[src/common/nes_core_config.svh]
// NES core control configuration
// bridge register map, field widths, counter lengths and the
// PLL management table for NTSC and PAL clocking

`ifndef NES_CORE_CONFIG_SVH
`define NES_CORE_CONFIG_SVH

//////////////////////////////////////////////////
// bridge bus

`define BRIDGE_ADDR_W 32
`define BRIDGE_DATA_W 32

`define ADDR_SOFT_RESET    32'h0000_0050
`define ADDR_REGION        32'h0000_0054
`define ADDR_HIDE_OVERSCAN 32'h0000_0200
`define ADDR_MASK_EDGES    32'h0000_0204
`define ADDR_EXTRA_SPRITES 32'h0000_0208
`define ADDR_PALETTE       32'h0000_020C
`define ADDR_MULTITAP      32'h0000_0300
`define ADDR_LIGHTGUN      32'h0000_0304
`define ADDR_AIM_SPEED     32'h0000_0308
`define ADDR_SWAP_CONT     32'h0000_030C

// settings field widths
`define REGION_W    2
`define EDGE_MASK_W 2
`define PALETTE_W   3
`define AIM_SPEED_W 8

// core reset hold after a soft reset request
`define SOFT_RESET_CYCLES 32'h0010_0000
`define SOFT_RESET_CNT_W  21

//////////////////////////////////////////////////
// PLL management port

`define CFG_ADDR_W 6
`define CFG_DATA_W 32
`define CFG_STEPS  8
`define CFG_STEP_W 4

// mode register
`define CFG_ADDR_STEP0 6'd0
`define CFG_NTSC_STEP0 32'd0
`define CFG_PAL_STEP0  32'd0
// fractional divider
`define CFG_ADDR_STEP1 6'd7
`define CFG_NTSC_STEP1 32'd425907062
`define CFG_PAL_STEP1  32'd737738000
// counter C0
`define CFG_ADDR_STEP2 6'd5
`define CFG_NTSC_STEP2 32'h0002_0403
`define CFG_PAL_STEP2  32'h0000_0404
// counter C1
`define CFG_ADDR_STEP3 6'd5
`define CFG_NTSC_STEP3 32'h0004_0E0E
`define CFG_PAL_STEP3  32'h0004_1010
// counter C2
`define CFG_ADDR_STEP4 6'd5
`define CFG_NTSC_STEP4 32'h0008_3838
`define CFG_PAL_STEP4  32'h0008_4040
// counter C3
`define CFG_ADDR_STEP5 6'd5
`define CFG_NTSC_STEP5 32'h000C_3838
`define CFG_PAL_STEP5  32'h000C_4040
// counter M
`define CFG_ADDR_STEP6 6'd4
`define CFG_NTSC_STEP6 32'h0000_0404
`define CFG_PAL_STEP6  32'h0002_0504
// start reconfiguration
`define CFG_ADDR_STEP7 6'd2
`define CFG_NTSC_STEP7 32'd0
`define CFG_PAL_STEP7  32'd0

`endif

[src/common/nes_core_pkg.sv]
// NES core control types
// shared by the settings bank, the PLL sequencer and the reset controller

`include "nes_core_config.svh"

package nes_core_pkg;

  //////////////////////////////////////////////////
  // bridge bus words

  typedef logic [`BRIDGE_ADDR_W-1:0] bridge_addr_t;
  typedef logic [`BRIDGE_DATA_W-1:0] bridge_data_t;

  //////////////////////////////////////////////////
  // settings fields

  // zero is NTSC, anything else runs PAL timing
  typedef logic [`REGION_W-1:0] region_t;

  typedef logic [`PALETTE_W-1:0]   palette_t;
  typedef logic [`EDGE_MASK_W-1:0] edge_mask_t;
  typedef logic [`AIM_SPEED_W-1:0] aim_speed_t;

  // soft reset hold counter
  typedef logic [`SOFT_RESET_CNT_W-1:0] hold_cnt_t;

  //////////////////////////////////////////////////
  // PLL management port

  typedef logic [`CFG_ADDR_W-1:0] cfg_addr_t;
  typedef logic [`CFG_DATA_W-1:0] cfg_data_t;

  // step index, room for all steps plus idle
  typedef logic [`CFG_STEP_W-1:0] cfg_step_t;

  // sequencer FSM
  typedef enum logic [1:0] {
    SEQ_IDLE  = 2'd0,
    SEQ_ISSUE = 2'd1,
    SEQ_GAP   = 2'd2
  } seq_state_t;

endpackage

[src/settings/settings_regs.sv]
// Settings register bank
// decodes bridge writes into region, video and input settings,
// and turns a soft reset write into a one-cycle request

`include "nes_core_config.svh"

module settings_regs (
  input  logic                       clk_74a,
  input  logic                       pll_core_locked,
  input  nes_core_pkg::bridge_addr_t bridge_addr,
  input  logic                       bridge_wr,
  input  nes_core_pkg::bridge_data_t bridge_wr_data,
  output nes_core_pkg::region_t      region,
  output logic                       hide_overscan,
  output nes_core_pkg::edge_mask_t   mask_vid_edges,
  output logic                       allow_extra_sprites,
  output nes_core_pkg::palette_t     selected_palette,
  output logic                       multitap_enabled,
  output logic                       lightgun_enabled,
  output nes_core_pkg::aim_speed_t   lightgun_aim_speed,
  output logic                       swap_controllers,
  output logic                       soft_reset_req
);
  import nes_core_pkg::*;

  //////////////////////////////////////////////////
  // register writes, full address decode

  always_ff @(posedge clk_74a or negedge pll_core_locked) begin
    if (!pll_core_locked) begin
      region              <= '0;
      hide_overscan       <= 1'b0;
      mask_vid_edges      <= '0;
      allow_extra_sprites <= 1'b0;
      selected_palette    <= '0;
      multitap_enabled    <= 1'b0;
      lightgun_enabled    <= 1'b0;
      lightgun_aim_speed  <= '0;
      swap_controllers    <= 1'b0;
      soft_reset_req      <= 1'b0;
    end else begin
      // request is a single pulse
      soft_reset_req <= 1'b0;

      if (bridge_wr) begin
        case (bridge_addr)
          `ADDR_SOFT_RESET: begin
            // data is don't care here
            soft_reset_req <= 1'b1;
          end
          `ADDR_REGION: begin
            region <= region_t'(bridge_wr_data[`REGION_W-1:0]);
          end
          `ADDR_HIDE_OVERSCAN: begin
            hide_overscan <= bridge_wr_data[0];
          end
          `ADDR_MASK_EDGES: begin
            mask_vid_edges <= edge_mask_t'(bridge_wr_data[`EDGE_MASK_W-1:0]);
          end
          `ADDR_EXTRA_SPRITES: begin
            allow_extra_sprites <= bridge_wr_data[0];
          end
          `ADDR_PALETTE: begin
            selected_palette <= palette_t'(bridge_wr_data[`PALETTE_W-1:0]);
          end
          `ADDR_MULTITAP: begin
            multitap_enabled <= bridge_wr_data[0];
          end
          `ADDR_LIGHTGUN: begin
            lightgun_enabled <= bridge_wr_data[0];
          end
          `ADDR_AIM_SPEED: begin
            lightgun_aim_speed <= aim_speed_t'(bridge_wr_data[`AIM_SPEED_W-1:0]);
          end
          `ADDR_SWAP_CONT: begin
            swap_controllers <= bridge_wr_data[0];
          end
          default: begin
            // unmapped address, nothing to store
          end
        endcase
      end
    end
  end

endmodule

[src/pll_reconfig/pll_reconfig_seq.sv]
// PLL reconfiguration sequencer
// watches for NTSC/PAL mode changes and writes the eight-step
// management table to the PLL, pacing each write against waitrequest

`include "nes_core_config.svh"

module pll_reconfig_seq (
  input  logic                    clk_74a,
  input  logic                    pll_core_locked,
  input  nes_core_pkg::region_t   region,
  input  logic                    cfg_waitrequest,
  output logic                    cfg_write,
  output nes_core_pkg::cfg_addr_t cfg_address,
  output nes_core_pkg::cfg_data_t cfg_data,
  output logic                    reconfig_busy
);
  import nes_core_pkg::*;

  logic       pal_mode;
  logic       pal_mode_d;
  logic       mode_change;
  logic       write_pal;
  logic       last_step;
  seq_state_t state;
  cfg_step_t  step;
  cfg_data_t  ntsc_data;
  cfg_data_t  pal_data;

  //////////////////////////////////////////////////
  // mode tracking

  always_ff @(posedge clk_74a or negedge pll_core_locked) begin
    if (!pll_core_locked) begin
      pal_mode   <= 1'b0;
      pal_mode_d <= 1'b0;
    end else begin
      pal_mode   <= region != '0;
      pal_mode_d <= pal_mode;
    end
  end

  // high for one cycle after each switch
  assign mode_change = pal_mode != pal_mode_d;

  assign last_step = step == cfg_step_t'(`CFG_STEPS - 1);

  //////////////////////////////////////////////////
  // step FSM

  always_ff @(posedge clk_74a or negedge pll_core_locked) begin
    if (!pll_core_locked) begin
      state     <= SEQ_IDLE;
      step      <= '0;
      write_pal <= 1'b0;
    end else if (mode_change) begin
      // a new change always restarts from the top of the table
      state     <= SEQ_ISSUE;
      step      <= '0;
      write_pal <= pal_mode;
    end else begin
      case (state)
        SEQ_ISSUE: begin
          // write goes out and is taken only while waitrequest is low
          if (!cfg_waitrequest) begin
            if (last_step) begin
              state <= SEQ_IDLE;
            end else begin
              state <= SEQ_GAP;
              step  <= step + 1'b1;
            end
          end
        end
        SEQ_GAP: begin
          state <= SEQ_ISSUE;
        end
        default: begin
          state <= SEQ_IDLE;
        end
      endcase
    end
  end

  assign cfg_write     = (state == SEQ_ISSUE) && !cfg_waitrequest;
  assign reconfig_busy = state != SEQ_IDLE;

  //////////////////////////////////////////////////
  // management table

  always_comb begin
    case (step)
      cfg_step_t'(0): begin
        cfg_address = `CFG_ADDR_STEP0;
        ntsc_data   = `CFG_NTSC_STEP0;
        pal_data    = `CFG_PAL_STEP0;
      end
      cfg_step_t'(1): begin
        cfg_address = `CFG_ADDR_STEP1;
        ntsc_data   = `CFG_NTSC_STEP1;
        pal_data    = `CFG_PAL_STEP1;
      end
      cfg_step_t'(2): begin
        cfg_address = `CFG_ADDR_STEP2;
        ntsc_data   = `CFG_NTSC_STEP2;
        pal_data    = `CFG_PAL_STEP2;
      end
      cfg_step_t'(3): begin
        cfg_address = `CFG_ADDR_STEP3;
        ntsc_data   = `CFG_NTSC_STEP3;
        pal_data    = `CFG_PAL_STEP3;
      end
      cfg_step_t'(4): begin
        cfg_address = `CFG_ADDR_STEP4;
        ntsc_data   = `CFG_NTSC_STEP4;
        pal_data    = `CFG_PAL_STEP4;
      end
      cfg_step_t'(5): begin
        cfg_address = `CFG_ADDR_STEP5;
        ntsc_data   = `CFG_NTSC_STEP5;
        pal_data    = `CFG_PAL_STEP5;
      end
      cfg_step_t'(6): begin
        cfg_address = `CFG_ADDR_STEP6;
        ntsc_data   = `CFG_NTSC_STEP6;
        pal_data    = `CFG_PAL_STEP6;
      end
      default: begin
        // final step kicks off the reconfiguration
        cfg_address = `CFG_ADDR_STEP7;
        ntsc_data   = `CFG_NTSC_STEP7;
        pal_data    = `CFG_PAL_STEP7;
      end
    endcase
  end

  // data follows the mode latched at sequence start
  assign cfg_data = write_pal ? pal_data : ntsc_data;

endmodule

[src/source/core_reset_ctrl.sv]
// Core reset controller
// stretches a soft reset request into a long hold and merges it
// with PLL reconfiguration busy into one registered core reset

`include "nes_core_config.svh"

module core_reset_ctrl (
  input  logic clk_74a,
  input  logic pll_core_locked,
  input  logic soft_reset_req,
  input  logic reconfig_busy,
  output logic core_reset
);
  import nes_core_pkg::*;

  hold_cnt_t hold_cnt;

  //////////////////////////////////////////////////
  // soft reset hold

  always_ff @(posedge clk_74a or negedge pll_core_locked) begin
    if (!pll_core_locked) begin
      hold_cnt <= '0;
    end else if (soft_reset_req) begin
      // a repeat request starts the hold over
      hold_cnt <= hold_cnt_t'(`SOFT_RESET_CYCLES);
    end else if (hold_cnt != '0) begin
      hold_cnt <= hold_cnt - 1'b1;
    end
  end

  // clocks are moving while the PLL rewrites, keep the core parked
  always_ff @(posedge clk_74a or negedge pll_core_locked) begin
    if (!pll_core_locked) begin
      core_reset <= 1'b0;
    end else begin
      core_reset <= (hold_cnt != '0) || reconfig_busy;
    end
  end

endmodule

[src/source/core_control_top.sv]
// NES core control top level
// settings bank and PLL sequencer side by side, with the reset
// controller combining soft reset and reconfiguration busy

module core_control_top (
  input  logic                       clk_74a,
  input  logic                       pll_core_locked,
  input  nes_core_pkg::bridge_addr_t bridge_addr,
  input  logic                       bridge_wr,
  input  nes_core_pkg::bridge_data_t bridge_wr_data,
  input  logic                       cfg_waitrequest,
  output nes_core_pkg::region_t      region,
  output logic                       hide_overscan,
  output nes_core_pkg::edge_mask_t   mask_vid_edges,
  output logic                       allow_extra_sprites,
  output nes_core_pkg::palette_t     selected_palette,
  output logic                       multitap_enabled,
  output logic                       lightgun_enabled,
  output nes_core_pkg::aim_speed_t   lightgun_aim_speed,
  output logic                       swap_controllers,
  output logic                       cfg_write,
  output nes_core_pkg::cfg_addr_t    cfg_address,
  output nes_core_pkg::cfg_data_t    cfg_data,
  output logic                       core_reset
);

  logic soft_reset_req;
  logic reconfig_busy;

  settings_regs settings_regs0 (
    .clk_74a             (clk_74a),
    .pll_core_locked     (pll_core_locked),
    .bridge_addr         (bridge_addr),
    .bridge_wr           (bridge_wr),
    .bridge_wr_data      (bridge_wr_data),
    .region              (region),
    .hide_overscan       (hide_overscan),
    .mask_vid_edges      (mask_vid_edges),
    .allow_extra_sprites (allow_extra_sprites),
    .selected_palette    (selected_palette),
    .multitap_enabled    (multitap_enabled),
    .lightgun_enabled    (lightgun_enabled),
    .lightgun_aim_speed  (lightgun_aim_speed),
    .swap_controllers    (swap_controllers),
    .soft_reset_req      (soft_reset_req)
  );

  // region also feeds the sequencer
  pll_reconfig_seq pll_reconfig_seq0 (
    .clk_74a         (clk_74a),
    .pll_core_locked (pll_core_locked),
    .region          (region),
    .cfg_waitrequest (cfg_waitrequest),
    .cfg_write       (cfg_write),
    .cfg_address     (cfg_address),
    .cfg_data        (cfg_data),
    .reconfig_busy   (reconfig_busy)
  );

  core_reset_ctrl core_reset_ctrl0 (
    .clk_74a         (clk_74a),
    .pll_core_locked (pll_core_locked),
    .soft_reset_req  (soft_reset_req),
    .reconfig_busy   (reconfig_busy),
    .core_reset      (core_reset)
  );

endmodule

[config.mk]
export PLATFORM = sky130hd
export DESIGN_NAME = core_control_top
export DESIGN_NICKNAME = d
export VERILOG_FILES = /design/src/common/nes_core_pkg.sv /design/src/settings/settings_regs.sv /design/src/pll_reconfig/pll_reconfig_seq.sv /design/src/source/core_reset_ctrl.sv /design/src/source/core_control_top.sv
export VERILOG_INCLUDE_DIRS = /design/src /design/src/common
export SDC_FILE = /design/constraint.sdc
export NUM_CORES = 1
export LEC_CHECK = 0
export BUFFER_PORTS_ARGS = -buffer_cell sky130_fd_sc_hd__buf_4
export CAP_MARGIN = 30
export CORE_ASPECT_RATIO = 1.25
export CORE_MARGIN = 1.5
export CORE_UTILIZATION = 48
export CTS_BUF_LIST = sky130_fd_sc_hd__clkbuf_8 sky130_fd_sc_hd__clkbuf_16
export DETAILED_ROUTE_END_ITERATION = 10
export GPL_ROUTABILITY_DRIVEN = 0
export PLACE_DENSITY = 0.8
export SLEW_MARGIN = 10
export SYNTH_ARGS = -nofsm -noshare
export SYNTH_HDL_FRONTEND = slang
export SYNTH_SLANG_ARGS = --single-unit
[constraint.sdc]
create_clock -name clk_74a -period 2.97 [get_ports clk_74a]
set_clock_uncertainty 0.15 [all_clocks]
set_input_delay 0.891 -clock clk_74a [delete_from_list [all_inputs] [get_ports clk_74a]]
set_output_delay 0.891 -clock clk_74a [all_outputs]
set_load 0.01 [all_outputs]
==> summary.txt <==
Outcome: complete, no violations
Grt total ovfl: 0
Synth area leader: dfrtp_1
Slew @ Worst Pin: 771 ps
Ports: 128
Post-synthesis sequential area ratio: 42.2%
Leak: 0.00201 µW
Commonest cells in the synthesized netlist: dfrtp_1, nor2_1, mux2_1, buf_4
H-tree levels: 2
Initial DRC count: 230
Vias in the first global route: 2,472
Initial core utilization: 49.7%
CTS tree: yes
Clock insertion delay at the later pin of the skew report: 310 ps
IO Port Bufs: 95
Final hold violation count: 0
PwrDens: 1080 mW/mm²
Compound-cell area share of the yosys netlist: 7.86%
Clock Sinks: 52
Die width: 74.7 µm
CP Max Fanout: 5
Mapped Cells: 312
Largest stage delay, worst path: 420 ps
Final nets: 479
Distinct cells, synth: 53
Main flop type after synthesis: dfrtp_1
Final period util: 96.6%
Num CTS Buffers: 5
Fin. max-slew vios: 0
CTS root buf: clkbuf_8
Synth-to-Final Area Change: 28.0%
Clk pin slew, worst setup/hold paths: 100 ps
Worst vdd ir: 0.000752 V
Highest clock rate: 0.349 GHz
Mapped Area: 0.00309 mm²
FP Rows: 32
EDFF count, synth: 0
Largest net degree at the start of global routing: 53
Slew margin rel.: 48.2%
Via/cell ratio: 5.26
Final Cell Area: 0.00395 mm²
Count leader, synth: dfrtp_1
Vias: 2,568
Die Y: 92.7 µm
Post-route ant nets: 0
CP Class: reg -> out
Worst Path Arrival: 1830 ps
Crit. End Element: output pin
Min-Delay Path Class: reg -> reg
CP Launch Type: flop
Total Wirelength: 6520 µm
FFs w/ async S/R, synth: 100%
Xor/xnor share of the synthesized area: 5.11%
Maxcap violations: 0
Post-Synth Adder-Cell Area: 3.97%
WP buf/inv: 2
Slowest cell on the critical path: dfrtp_1
First-pass GRT wire length: 10,800 µm
Crit-path leading delay family: flip-flops
Setup violators final: 0
Largest family of logic cells by synthesized area: simple AND/OR/NAND/NOR gates
Post-DP Area: 0.00382 mm²
First-pass DRT Iterations: 5
RSZ-0062 raised after global routing: yes
All-Layer GR Usage: 19.9%
Max clock buf depth: 2
Area contributors post-synth: dfrtp_1, mux2_1, nor2_1
Ys Warns: 0
Worst Path Required: 1930 ps
Initial antenna violation count: 0
Worst-path cell chain: inv_1 -> ha_1 -> o21ai_2 -> a211oi_2 -> or2_2 -> buf_4
Fin crit period: 2870 ps
Die area: 0.00692 mm²
Seq cells post-synth: 52
Top cell type's share of synthesized area: 42.2%
Number of remaining DRC errors: 0
HPWL Detailed: 4990 µm
WL/cell: 13.4 µm
Ratio of cells with drive above 1 in the final layout: 36.7%
Multiplexer share of the synthesized area: 9.08%
Simple-Gate Fraction of Synth Area: 24.7%
Synthesized area per cell: 9.89 µm²
Hold_ws: 290 ps
Antenna cells: 0
Area of the core: 0.00621 mm²
cell usage in the layout, fill, tap and decap left out, types with 3 or more instances in the layout:
cell type / synthesis / layout
a21oi_1: 13 / 12
buf_4: 16 / 105
clkbuf_8: 0 / 5
conb_1: 1 / 8
dfrtp_1: 52 / 51
ha_1: 9 / 8
inv_1: 12 / 12
mux2_1: 18 / 18
mux2_2: 6 / 6
nand2_1: 14 / 14
nand2b_1: 9 / 9
nand3_1: 5 / 5
nand4_1: 3 / 3
nor2_1: 38 / 37
nor3_1: 10 / 10
nor3_2: 3 / 3
nor3b_1: 3 / 3
nor4_1: 7 / 7
nor4_2: 5 / 5
o21ai_0: 13 / 12
or2_2: 3 / 3
or3_1: 3 / 3
or4_4: 3 / 3
xnor2_1: 4 / 4
xor2_1: 14 / 14
worst reg2reg max path: stages (launching register included):
cell	delay [ps]
dfrtp_1	380
inv_1	110
ha_1	190
or4b_2	660
nor4_2	200
nor4b_2	250
mux2_1	340
timing repair:
| item | in CTS | in global routing |
|---|---|---|
| buffers inserted | 0 | 2 |
| resized for setup | 2 | 5 |
| hold buffers | 0 | 0 |
| setup endpoints to repair | 1 | 5 |
cells by family (layout without fill, tap and decap cells):
| kind of cell | after synthesis | in the layout |
|---|---|---|
| AND/OR/NAND/NOR | 125 | 125 |
| flip-flops | 52 | 52 |
| buffers and inverters | 41 | 125 |
| AO/OA/AOI/OAI | 40 | 40 |
| multiplexers | 25 | 25 |
| XOR/XNOR | 18 | 18 |
| adder cells (fa/ha/maj) | 10 | 10 |
| other | 1 | 8 |
flip-flops by register name (all words and copies together) (netlist names), 2 cells and up:
| name | count |
|---|---|
| pll_reconfig_seq0.state | 2 |
| settings_regs0.lightgun_aim_speed | 8 |
| pll_reconfig_seq0.step | 4 |
| core_reset_ctrl0.hold_cnt | 21 |
| settings_regs0.region | 2 |
| settings_regs0.selected_palette | 3 |
| settings_regs0.mask_vid_edges | 2 |
metal layers:
| layer | track usage (%) | up-vias | part of all wire [%] |
|---|---|---|---|
| met5 | 0 | - | 0 |
| met4 | 7.27 | 0 | 2.0 |
| met3 | 4.68 | 12 | 6.0 |
| met2 | 34.0 | 101 | 51 |
| met1 | 23.9 | 1221 | 41 |
| li1 | - | 1234 | - |
power breakdown:
group / switching [µW] / total (µW) / internal (µW)
Combinational: 1500 / 2870 / 1370
Clock: 253 / 425 / 172
Sequential: 60.4 / 955 / 895
Total: 1820 / 4250 / 2440
final timing paths:
kind | from | end | slack, ps | cells past startpoint
worst max-delay path | pll_reconfig_seq0.step[1]$_DFFE_PN0P_ | cfg_data[11] | 100 | 6
worst min-delay path | pll_reconfig_seq0.pal_mode$_DFF_PN0_ | pll_reconfig_seq0.pal_mode_d$_DFF_PN0_ | 290 | 0
max in group asynchronous | pll_core_locked | pll_reconfig_seq0.step[0]$_DFFE_PN0P_ | 1750 | 1
worst max register to register | core_reset_ctrl0.hold_cnt[0]$_DFFE_PN0P_ | core_reset_ctrl0.hold_cnt[18]$_DFFE_PN0P_ | 600 | 6
worst min register to register | pll_reconfig_seq0.pal_mode$_DFF_PN0_ | pll_reconfig_seq0.pal_mode_d$_DFF_PN0_ | 290 | 0
min in group asynchronous | pll_core_locked | core_reset_ctrl0.hold_cnt[17]$_DFFE_PN0P_ | 430 | 1
per-stage QoR:
stage	instances	setup TNS, ps	util (%)	total power, µW	setup slack [ps]
floorplan	319	0	-	3240	271
global placement	478	0	61.6	3700	77.9
detailed placement	478	0	61.6	3840	41.9
CTS	486	0	63.2	4280	5.36
global route	488	-16.6	63.6	4690	-16.6
finish	488	0	63.6	4250	101
final cells by class:
cell class                      count  area, µm²
Inverter                           12       45.0
Tap cell                           85        106
Multi-Input combinational cell    226       1610
Timing Repair Buffer              105        788
Sequential cell                    52       1300
Clock inverter                      3       26.3
Fill cell                         507       2260
Clock buffer                        5       68.8
(Power assumes the default switching activity.)
